[src/hdl/wb_consts.svh]
// ----------------------------------------
// Writeback subsystem constants
// Sizes of the reorder buffer, slot pool and register file
// ----------------------------------------
`ifndef WB_CONSTS_SVH
`define WB_CONSTS_SVH

// Reorder buffer entries, one per tag
`define WB_ROB_DEPTH 8
// Execution slots in the pool
`define WB_SLOTS 4
// Architectural registers
`define WB_NUM_REGS 16
// Data word width
`define WB_DATA_BITS 32
// Width of the per-operation delay field
`define WB_DELAY_BITS 3

`endif

[src/hdl/isa_pkg.sv]
// ----------------------------------------
// Architectural types
// Opcodes, register indices and data words
// ----------------------------------------
`include "wb_consts.svh"

package isa_pkg;

  // Index width follows the register count
  localparam int REG_BITS = $clog2(`WB_NUM_REGS);

  // ALU opcodes
  typedef enum logic [1:0] {
    ADD = 2'd0,
    SUB = 2'd1,
    XOR = 2'd2,
    AND = 2'd3
  } op_t;

  // Architectural register index
  typedef logic [REG_BITS-1:0] reg_idx_t;

  // Data word
  typedef logic [`WB_DATA_BITS-1:0] word_t;

endpackage

[src/hdl/wb_pkg.sv]
// ----------------------------------------
// Microarchitectural types
// Reorder buffer tag and completion message
// ----------------------------------------
`include "wb_consts.svh"

package wb_pkg;

  // One tag per reorder buffer entry
  localparam int TAG_BITS = $clog2(`WB_ROB_DEPTH);

  typedef logic [TAG_BITS-1:0] tag_t;

  // Completion message
  // Tag is the ROB index and is not carried here
  typedef struct packed {
    isa_pkg::reg_idx_t dest;
    isa_pkg::word_t    data;
  } cmpl_t;

endpackage

[src/hdl/tag_alloc.sv]
// ----------------------------------------
// Tag allocator
// Hands out ROB tags in program order and
// answers the four-phase dispatch handshake
// ----------------------------------------
`timescale 1ns/1ns
`include "wb_consts.svh"

module tag_alloc (
  input  logic         clk,
  input  logic         rst,
  input  logic         disp_req,
  output logic         disp_ack,
  input  logic         slot_free,
  input  logic         retire,
  output logic         alloc_fire,
  output wb_pkg::tag_t alloc_tag
);

  localparam int DEPTH    = `WB_ROB_DEPTH;
  localparam int CNT_BITS = $clog2(DEPTH + 1);

  logic [CNT_BITS-1:0] in_flight;
  logic                space;
  logic                accept;

  // Room needed in both the ROB and the slot pool
  assign space  = (in_flight < CNT_BITS'(DEPTH)) && slot_free;
  // New request only while ack is low
  assign accept = disp_req && !disp_ack && space;

  // ----------------------------------------
  // Handshake
  // ----------------------------------------
  always_ff @(posedge clk) begin
    if (rst) begin
      disp_ack   <= 1'b0;
      alloc_fire <= 1'b0;
    end else begin
      // Fire pulses in the cycle ack rises
      alloc_fire <= accept;
      if (accept) begin
        disp_ack <= 1'b1;
      end else if (disp_ack && !disp_req) begin
        // Source has let go of req
        disp_ack <= 1'b0;
      end
    end
  end

  // Next tag, wrap at buffer depth
  always_ff @(posedge clk) begin
    if (rst) begin
      alloc_tag <= '0;
    end else if (alloc_fire) begin
      if (alloc_tag == wb_pkg::tag_t'(DEPTH - 1)) begin
        alloc_tag <= '0;
      end else begin
        alloc_tag <= alloc_tag + 1'b1;
      end
    end
  end

  // Tags between allocation and retire
  always_ff @(posedge clk) begin
    if (rst) begin
      in_flight <= '0;
    end else begin
      case ({alloc_fire, retire})
        2'b10:   in_flight <= in_flight + 1'b1;
        2'b01:   in_flight <= in_flight - 1'b1;
        default: in_flight <= in_flight;
      endcase
    end
  end

endmodule

[src/hdl/exec_pool.sv]
// ----------------------------------------
// Execution slot pool
// Computes results, holds each for its delay and
// releases one completion per cycle
// ----------------------------------------
`timescale 1ns/1ns
`include "wb_consts.svh"

module exec_pool (
  input  logic                      clk,
  input  logic                      rst,
  input  logic                      alloc_fire,
  input  wb_pkg::tag_t              alloc_tag,
  input  isa_pkg::op_t              op,
  input  isa_pkg::reg_idx_t         dest,
  input  isa_pkg::word_t            a,
  input  isa_pkg::word_t            b,
  input  logic [`WB_DELAY_BITS-1:0] delay,
  output logic                      slot_free,
  output logic                      cmpl_val,
  output wb_pkg::tag_t              cmpl_tag,
  output wb_pkg::cmpl_t             cmpl_msg
);

  localparam int SLOTS     = `WB_SLOTS;
  localparam int SLOT_BITS = $clog2(SLOTS);

  // Per-slot state
  logic                      busy  [SLOTS];
  logic [`WB_DELAY_BITS-1:0] count [SLOTS];
  wb_pkg::tag_t              s_tag [SLOTS];
  wb_pkg::cmpl_t             s_msg [SLOTS];

  logic [SLOTS-1:0]     free_vec;
  logic [SLOTS-1:0]     ready_vec;
  logic [SLOT_BITS-1:0] load_sel;
  logic [SLOT_BITS-1:0] pick_sel;
  logic                 pick_any;

  // Opcode rule, wraps modulo word width
  function automatic isa_pkg::word_t alu(isa_pkg::op_t f_op,
                                         isa_pkg::word_t x,
                                         isa_pkg::word_t y);
    case (f_op)
      isa_pkg::ADD: return x + y;
      isa_pkg::SUB: return x - y;
      isa_pkg::XOR: return x ^ y;
      default:      return x & y;
    endcase
  endfunction

  // Fixed priority, lowest set bit wins
  function automatic logic [SLOT_BITS-1:0] lowest(logic [SLOTS-1:0] vec);
    logic [SLOT_BITS-1:0] idx;
    idx = '0;
    for (int i = SLOTS - 1; i >= 0; i--) begin
      if (vec[i]) begin
        idx = SLOT_BITS'(i);
      end
    end
    return idx;
  endfunction

  // ----------------------------------------
  // Slot selection
  // ----------------------------------------
  always_comb begin
    for (int i = 0; i < SLOTS; i++) begin
      free_vec[i]  = !busy[i];
      // Ready once the countdown hits zero
      ready_vec[i] = busy[i] && (count[i] == '0);
    end
  end

  assign slot_free = |free_vec;
  assign pick_any  = |ready_vec;
  assign load_sel  = lowest(free_vec);
  assign pick_sel  = lowest(ready_vec);

  // Occupancy and timers
  always_ff @(posedge clk) begin
    if (rst) begin
      for (int i = 0; i < SLOTS; i++) begin
        busy[i]  <= 1'b0;
        count[i] <= '0;
      end
      cmpl_val <= 1'b0;
    end else begin
      for (int i = 0; i < SLOTS; i++) begin
        if (busy[i] && count[i] != '0) begin
          count[i] <= count[i] - 1'b1;
        end
      end
      // Released slot is busy so never the load target
      if (pick_any) begin
        busy[pick_sel] <= 1'b0;
      end
      if (alloc_fire) begin
        busy[load_sel]  <= 1'b1;
        count[load_sel] <= delay;
      end
      cmpl_val <= pick_any;
    end
  end

  // Payload and completion registers
  always_ff @(posedge clk) begin
    if (alloc_fire) begin
      s_tag[load_sel]      <= alloc_tag;
      s_msg[load_sel].dest <= dest;
      s_msg[load_sel].data <= alu(op, a, b);
    end
    if (pick_any) begin
      cmpl_tag <= s_tag[pick_sel];
      cmpl_msg <= s_msg[pick_sel];
    end
  end

endmodule

[src/hdl/reorder_buffer.sv]
// ----------------------------------------
// Reorder buffer
// Stores completions by tag and releases them
// in order from a wrapping head pointer
// ----------------------------------------
`timescale 1ns/1ns
`include "wb_consts.svh"

module reorder_buffer (
  input  logic          clk,
  input  logic          rst,

  // Insert side, out of order
  input  logic          ins_en,
  input  wb_pkg::tag_t  ins_idx,
  input  wb_pkg::cmpl_t ins_msg,

  // Dequeue side, in order
  input  logic          deq_en,
  output logic          deq_rdy,
  output wb_pkg::tag_t  deq_idx,
  output wb_pkg::cmpl_t deq_msg
);

  localparam int DEPTH = `WB_ROB_DEPTH;

  // Entry storage
  logic          val [DEPTH];
  wb_pkg::cmpl_t mem [DEPTH];

  wb_pkg::tag_t head;
  wb_pkg::tag_t head_next;
  logic         at_head;
  logic         bypass;
  logic         deq_fire;

  // ----------------------------------------
  // Bypass
  // ----------------------------------------
  // Completion landing on the head entry
  assign at_head = ins_en && (ins_idx == head);
  // Goes straight out, never written
  assign bypass  = at_head && deq_en;

  assign deq_rdy  = val[head] || at_head;
  assign deq_fire = deq_en && deq_rdy;
  assign deq_msg  = at_head ? ins_msg : mem[head];
  // Bypass only happens at the head index
  assign deq_idx  = head;

  // Head advance with wrap
  always_comb begin
    if (head == wb_pkg::tag_t'(DEPTH - 1)) begin
      head_next = '0;
    end else begin
      head_next = head + 1'b1;
    end
  end

  // ----------------------------------------
  // Valid flags and head
  // ----------------------------------------
  always_ff @(posedge clk) begin
    if (rst) begin
      for (int i = 0; i < DEPTH; i++) begin
        val[i] <= 1'b0;
      end
      head <= '0;
    end else begin
      if (ins_en && !bypass) begin
        val[ins_idx] <= 1'b1;
      end
      if (deq_fire) begin
        val[head] <= 1'b0;
        head      <= head_next;
      end
    end
  end

  // Message array
  always_ff @(posedge clk) begin
    if (ins_en && !bypass) begin
      mem[ins_idx] <= ins_msg;
    end
  end

endmodule

[src/hdl/commit_regfile.sv]
// ----------------------------------------
// Commit stage and register file
// Retires results in order and reports each commit
// ----------------------------------------
`timescale 1ns/1ns
`include "wb_consts.svh"

module commit_regfile (
  input  logic              clk,
  input  logic              rst,
  input  logic              deq_rdy,
  input  wb_pkg::tag_t      deq_idx,
  input  wb_pkg::cmpl_t     deq_msg,
  output logic              deq_en,
  output logic              retire,
  output logic              commit_val,
  output wb_pkg::tag_t      commit_tag,
  output isa_pkg::reg_idx_t commit_dest,
  output isa_pkg::word_t    commit_data,
  input  isa_pkg::reg_idx_t rd_addr,
  output isa_pkg::word_t    rd_data
);

  localparam int NUM_REGS = `WB_NUM_REGS;

  // Architectural state
  isa_pkg::word_t regs [NUM_REGS];

  // Commit never stalls
  assign deq_en = 1'b1;
  assign retire = deq_en && deq_rdy;

  // Register writes, all zero out of reset
  always_ff @(posedge clk) begin
    if (rst) begin
      for (int i = 0; i < NUM_REGS; i++) begin
        regs[i] <= '0;
      end
      commit_val <= 1'b0;
    end else begin
      if (retire) begin
        regs[deq_msg.dest] <= deq_msg.data;
      end
      commit_val <= retire;
    end
  end

  // Commit report one cycle after dequeue
  always_ff @(posedge clk) begin
    if (retire) begin
      commit_tag  <= deq_idx;
      commit_dest <= deq_msg.dest;
      commit_data <= deq_msg.data;
    end
  end

  // Software read port
  assign rd_data = regs[rd_addr];

endmodule

[src/hdl/writeback_top.sv]
// ----------------------------------------
// Writeback subsystem top
// Dispatch, execute out of order, reorder, commit
// ----------------------------------------
`timescale 1ns/1ns
`include "wb_consts.svh"

module writeback_top (
  input  logic                      clk,
  input  logic                      rst,

  // Dispatch port
  input  logic                      disp_req,
  output logic                      disp_ack,
  input  isa_pkg::op_t              disp_op,
  input  isa_pkg::reg_idx_t         disp_dest,
  input  isa_pkg::word_t            disp_a,
  input  isa_pkg::word_t            disp_b,
  input  logic [`WB_DELAY_BITS-1:0] disp_delay,

  // Register read
  input  isa_pkg::reg_idx_t         rd_addr,
  output isa_pkg::word_t            rd_data,

  // Commit report
  output logic                      commit_val,
  output wb_pkg::tag_t              commit_tag,
  output isa_pkg::reg_idx_t         commit_dest,
  output isa_pkg::word_t            commit_data
);

  // Allocation
  logic          alloc_fire;
  wb_pkg::tag_t  alloc_tag;
  logic          slot_free;
  logic          retire;

  // Completion into the ROB
  logic          cmpl_val;
  wb_pkg::tag_t  cmpl_tag;
  wb_pkg::cmpl_t cmpl_msg;

  // ROB dequeue
  logic          deq_en;
  logic          deq_rdy;
  wb_pkg::tag_t  deq_idx;
  wb_pkg::cmpl_t deq_msg;

  tag_alloc tag_alloc_i (
    .clk        (clk),
    .rst        (rst),
    .disp_req   (disp_req),
    .disp_ack   (disp_ack),
    .slot_free  (slot_free),
    .retire     (retire),
    .alloc_fire (alloc_fire),
    .alloc_tag  (alloc_tag)
  );

  // Fields are still stable on the fire edge
  exec_pool exec_pool_i (
    .clk        (clk),
    .rst        (rst),
    .alloc_fire (alloc_fire),
    .alloc_tag  (alloc_tag),
    .op         (disp_op),
    .dest       (disp_dest),
    .a          (disp_a),
    .b          (disp_b),
    .delay      (disp_delay),
    .slot_free  (slot_free),
    .cmpl_val   (cmpl_val),
    .cmpl_tag   (cmpl_tag),
    .cmpl_msg   (cmpl_msg)
  );

  reorder_buffer reorder_buffer_i (
    .clk     (clk),
    .rst     (rst),
    .ins_en  (cmpl_val),
    .ins_idx (cmpl_tag),
    .ins_msg (cmpl_msg),
    .deq_en  (deq_en),
    .deq_rdy (deq_rdy),
    .deq_idx (deq_idx),
    .deq_msg (deq_msg)
  );

  commit_regfile commit_regfile_i (
    .clk         (clk),
    .rst         (rst),
    .deq_rdy     (deq_rdy),
    .deq_idx     (deq_idx),
    .deq_msg     (deq_msg),
    .deq_en      (deq_en),
    .retire      (retire),
    .commit_val  (commit_val),
    .commit_tag  (commit_tag),
    .commit_dest (commit_dest),
    .commit_data (commit_data),
    .rd_addr     (rd_addr),
    .rd_data     (rd_data)
  );

endmodule

[config.mk]
export PLATFORM = sky130hd
export DESIGN_NAME = writeback_top
export DESIGN_NICKNAME = d
export VERILOG_FILES = /design/src/hdl/isa_pkg.sv /design/src/hdl/wb_pkg.sv /design/src/hdl/tag_alloc.sv /design/src/hdl/exec_pool.sv /design/src/hdl/reorder_buffer.sv /design/src/hdl/commit_regfile.sv /design/src/hdl/writeback_top.sv
export VERILOG_INCLUDE_DIRS = /design/src /design/src/hdl
export SDC_FILE = /design/constraint.sdc
export NUM_CORES = 1
export LEC_CHECK = 0
export BUFFER_PORTS_ARGS = -buffer_cell sky130_fd_sc_hd__buf_2
export CORE_UTILIZATION = 50
export CTS_CLUSTER_DIAMETER = 40
export DETAILED_ROUTE_END_ITERATION = 10
export GPL_TIMING_DRIVEN = 0
export PLACE_DENSITY = 0.75
export SETUP_SLACK_MARGIN = 0.3
export SLEW_MARGIN = 40
export SYNTH_ARGS = -nofsm -noshare
export SYNTH_HDL_FRONTEND = slang
export SYNTH_SLANG_ARGS = --single-unit
[constraint.sdc]
create_clock -name clk -period 8.7 [get_ports clk]
set_input_delay 1.305 -clock clk [delete_from_list [all_inputs] [get_ports clk]]
set_output_delay 1.305 -clock clk [all_outputs]
set_load 0.02 [all_outputs]
==> impl_results.md <==
- Outcome: completed
- Largest net degree at the start of global routing: 40
- Least-Margin Pin Slew: between 0.9 and 1 ns
- Setup CP Type: input port to register
- Period utilization: just over 60%
- Initial antenna violation count: 2
- Crit path time final: 5.28 ns
- Post-CTS setup buffers: 0
- CP Max Fanout: 10
- Worst setup EP type: register
- Detailed Routing Iterations Pass 1: 6
- Simple-Gate Fraction of Synth Area: 10.1%
- Kind of start point of the critical path: input port
- Routed vias/inst: between 6 and 7
- Final TNS setup: 0 ns
- Rows: roughly 110
- First-pass GRT wire length: roughly 190000 um
- Yosys warns: 0
- Setup-failing EPs final: 0
- Area Overhead vs Synth: 17.5%
- Reg power frac: between 40% and 50%
- Worst Min Path Start: tag_alloc_i.disp_ack
- Post-Syn Nets: around 3300
- Sequential share of the synthesized area: 66.9%
- Synth Register Bits: ~1100
- Crit Reg-Reg Startpoint: exec_pool_i.cmpl_tag[2]
- P_int: between 9 and 10 mW
- Vias post-DR: 29778
- Die height: 311 um
- Req. time, crit path: between 9 and 10 ns
- Fmax: 189 MHz
- Post-synthesis xor/xnor area fraction: 1.19%
- Maximum vdd drop: 167 uV
- Syn avg cell area: roughly 15 um^2
- Largest family of logic cells by synthesized area: multiplexers
- MaxCap Viol Count: 0
- Number of global-route vias before repair: 30518
- Initial core utilization: 50.4%
- Final wirelength: 131000 um
- First DRT Iteration DRCs: ~3700
- Async S/R FF share, synth: 0%
- Sink Count: 1075
- Compound-cell area share of the yosys netlist: about 4.5%
- Max Slew Vio Count: 0
- Post-Place Cells: approximately 4700
- RSZ-0062 raised after global routing: no
- Share of cells above drive strength 1: around a quarter
- Clk_skew: ~0.025 ns
- Setup WS post-layout: roughly 3.4 ns
- TritonCTS clock tree: built
- Post-synthesis mux area share: roughly an eighth
- CTS H-Tree Depth: 4
- Clock power frac: between 40% and 50%
- IO Port Bufs: roughly 150
- CTS Buffer Depth: 3
- Reg clk slew, reported paths: around 0.06 ns
- Fill cell count: 6827
- GP Congestion: between 0.9 and 1
- EDFF count, synth: approximately 1000
- LEAKAGE: 19.1 nW
- I/O Pins: around 150
- Tot GR Track Use: between 20% and 30%
- Unique masters post-synth: 74
- CP startpoint: disp_b[4]
- Hold buffer count at cts: 0
- Final Hold Vio Count: 0
- Post-synthesis cell area: between 40000 and 50000 um^2
- Worst skew pair latency: about 0.72 ns
- Post-CTS sizing: 0
- GRT overflow: 0
- Post-route ant nets: 0
- Relative slew slack: roughly two fifths
- Num CTS Buffers: 133
- Width of the die: 311 um
- HPWL after DPL: between 90000 and 100000 um
- Switching Fraction: approximately 22%
- Post-Synthesis Cells: 3171
- Worst min-delay path class: register to register
- Adder-cell share of the synthesized area: under 10%
- DRC viols: 0
- Placeable Area: 94900 um^2
- Sw Pwr: roughly 2.7 mW
- Final std cells w/o fill: slightly below 5000
- Logic pwr share: about 7%
- Drt wl/cell: between 20 and 30 um
- Power Density: around 220 nW/um^2
- Setup WS pre-CTS: between 2 and 3 ns
- N_diodes: 0
- Critical Path AT: roughly 5.8 ns
- Root buffer cell: clkbuf_16
- Die ar.: 96800 um^2
- Predominant post-synthesis flop cell: edfxtp_1
- Nets@finish: about 3700
## Yosys cell counts, types with 7 or more instances
library cell / number / area share [%]
edfxtp_1: 1046 / 66
nor2_1: 575 / 4.5
mux4_2: 234 / 11
nand2_1: 175 / 1.4
o21ai_0: 98 / 1.0
clkbuf_1: 87 / 0.68
a21oi_1: 79 / 0.83
ha_1: 79 / 2.1
inv_1: 72 / 0.57
or2_4: 66 / 1.2
buf_2: 59 / 0.62
mux2i_1: 56 / 1.2
a31oi_1: 49 / 0.64
a211oi_1: 46 / 0.72
or2_1: 38 / 0.50
xnor2_1: 37 / 0.68
and2_1: 36 / 0.47
dfxtp_1: 29 / 1.2
xor2_1: 28 / 0.51
or2_2: 25 / 0.33
nor3_1: 23 / 0.24
nand3_1: 18 / 0.19
buf_1: 17 / 0.13
nor2_2: 16 / 0.21
buf_6: 14 / 0.33
nand2b_1: 14 / 0.18
mux2_2: 13 / 0.31
a21o_1: 12 / 0.19
o211ai_1: 11 / 0.17
and2_0: 9 / 0.12
nor2b_1: 7 / 0.092
## path summary, 6_finish.rpt
path / to / depth (start not counted) / slack [ns]
worst min register to register: tag_alloc_i.alloc_fire / 1 / 0.44
worst max register to register: commit_regfile_i.regs[5][10] / 9 / 4.79
worst max-delay path: exec_pool_i.s_msg[0][31] / 16 / 3.42
worst min-delay path: tag_alloc_i.alloc_fire / 1 / 0.44
## cells in the final DEF (no fill, tap or decap), drive strengths merged, types with 4 or more instances in the layout
| cell | Yosys | layout |
|---|---|---|
| dfxtp | 29 | 29 |
| ha | 79 | 79 |
| clkinvlp | 0 | 8 |
| nor3 | 25 | 25 |
| a21oi | 80 | 80 |
| nand2 | 175 | 175 |
| nor3b | 8 | 8 |
| a21o | 12 | 12 |
| and3 | 6 | 6 |
| nor2b | 7 | 7 |
| mux2 | 13 | 13 |
| o211ai | 11 | 11 |
| xor2 | 28 | 28 |
| o21ai | 107 | 107 |
| a31oi | 53 | 53 |
| nand3 | 18 | 18 |
| nand2b | 14 | 14 |
| or2 | 129 | 129 |
| a211oi | 46 | 46 |
| inv | 74 | 89 |
| edfxtp | 1046 | 1046 |
| bufinv | 0 | 14 |
| clkinv | 0 | 36 |
| nand4 | 5 | 5 |
| mux4 | 234 | 234 |
| mux2i | 61 | 61 |
| buf | 96 | 319 |
| and2 | 45 | 45 |
| clkbuf | 87 | 249 |
| nand3b | 4 | 4 |
| xnor2 | 37 | 37 |
| a21boi | 4 | 4 |
| nor4 | 4 | 4 |
| nor2 | 591 | 591 |
## through the flow
stage          instance area (um^2)  hold slack (ns)  power, mW  utilization [%]
2_1_floorplan                 47800            0.458       6.45                -
3_3_place_gp                  50100            0.437       6.72             52.8
3_5_place_dp                  51700            0.443       6.77             54.5
4_1_cts                       56100            0.447       12.2             59.2
5_1_grt                       56100            0.481       12.5             59.2
6_report                      56100            0.440       12.2             59.2
## critical path, cell delays in order
cell	delay, ns
buf_2	0.13
or3_1	0.45
nor4_2	0.50
nand3_1	0.26
nor3_1	0.55
a21oi_1	0.18
xnor2_1	0.16
ha_1	0.27
clkbuf_1	0.32
nand2_1	0.16
nor2_1	0.23
nand4_1	0.17
a2111oi_0	0.43
nor3_1	0.13
xnor2_1	0.15
mux2i_1	0.36
## power by group through the flow
stage	Combinational, mW	Sequential, mW	Clock, mW
after floorplan	0.502	5.94	0
after global placement	0.754	5.97	0
after detailed placement	0.820	5.95	0
after CTS	0.829	5.85	5.54
after global routing	0.888	5.86	5.74
final	0.834	5.85	5.53
## registers in the layout, summed over array words and instances, names as in the netlist, 3 cells and up, named ones only
signal,cells
exec_pool_i.s_tag,12
exec_pool_i.cmpl_msg,36
exec_pool_i.cmpl_tag,3
tag_alloc_i.alloc_tag,3
commit_regfile_i.commit_dest,4
commit_regfile_i.commit_data,32
commit_regfile_i.regs,512
reorder_buffer_i.val,8
exec_pool_i.s_msg,144
reorder_buffer_i.deq_idx,3
commit_regfile_i.commit_tag,3
exec_pool_i.busy,4
tag_alloc_i.in_flight,4
exec_pool_i.count,12
reorder_buffer_i.mem,288
## layer usage
metal	vias to the layer above	wire, um	GRT usage, %
met5	-	13	0
li1	12691	-	-
met3	384	12500	4.93
met4	2	6280	12.2
met1	14828	45200	33.1
met2	1873	67300	47.5
## layout make-up
cell class / instances / area (um^2) / share of cell area [%]
clock inverter: 73 / 798 / 1.42
clock buffer: 162 / 3620 / 6.44
inverter: 74 / 283 / 0.504
sequential: 1075 / 32000 / 57.0
buffer: 183 / 913 / 1.63
multi-input combinational: 1839 / 14900 / 26.6
tap: 1265 / 1580 / 2.82
timing repair buffer: 223 / 2040 / 3.63
## cell families after synthesis
kind of cell | count (synthesis)
mux | 308
compound gates | 342
fa+ha+maj | 81
xor+xnor | 65
flops | 1075
buf+inv | 257
simple gates | 1043
Power figures use the tool's default switching activity.
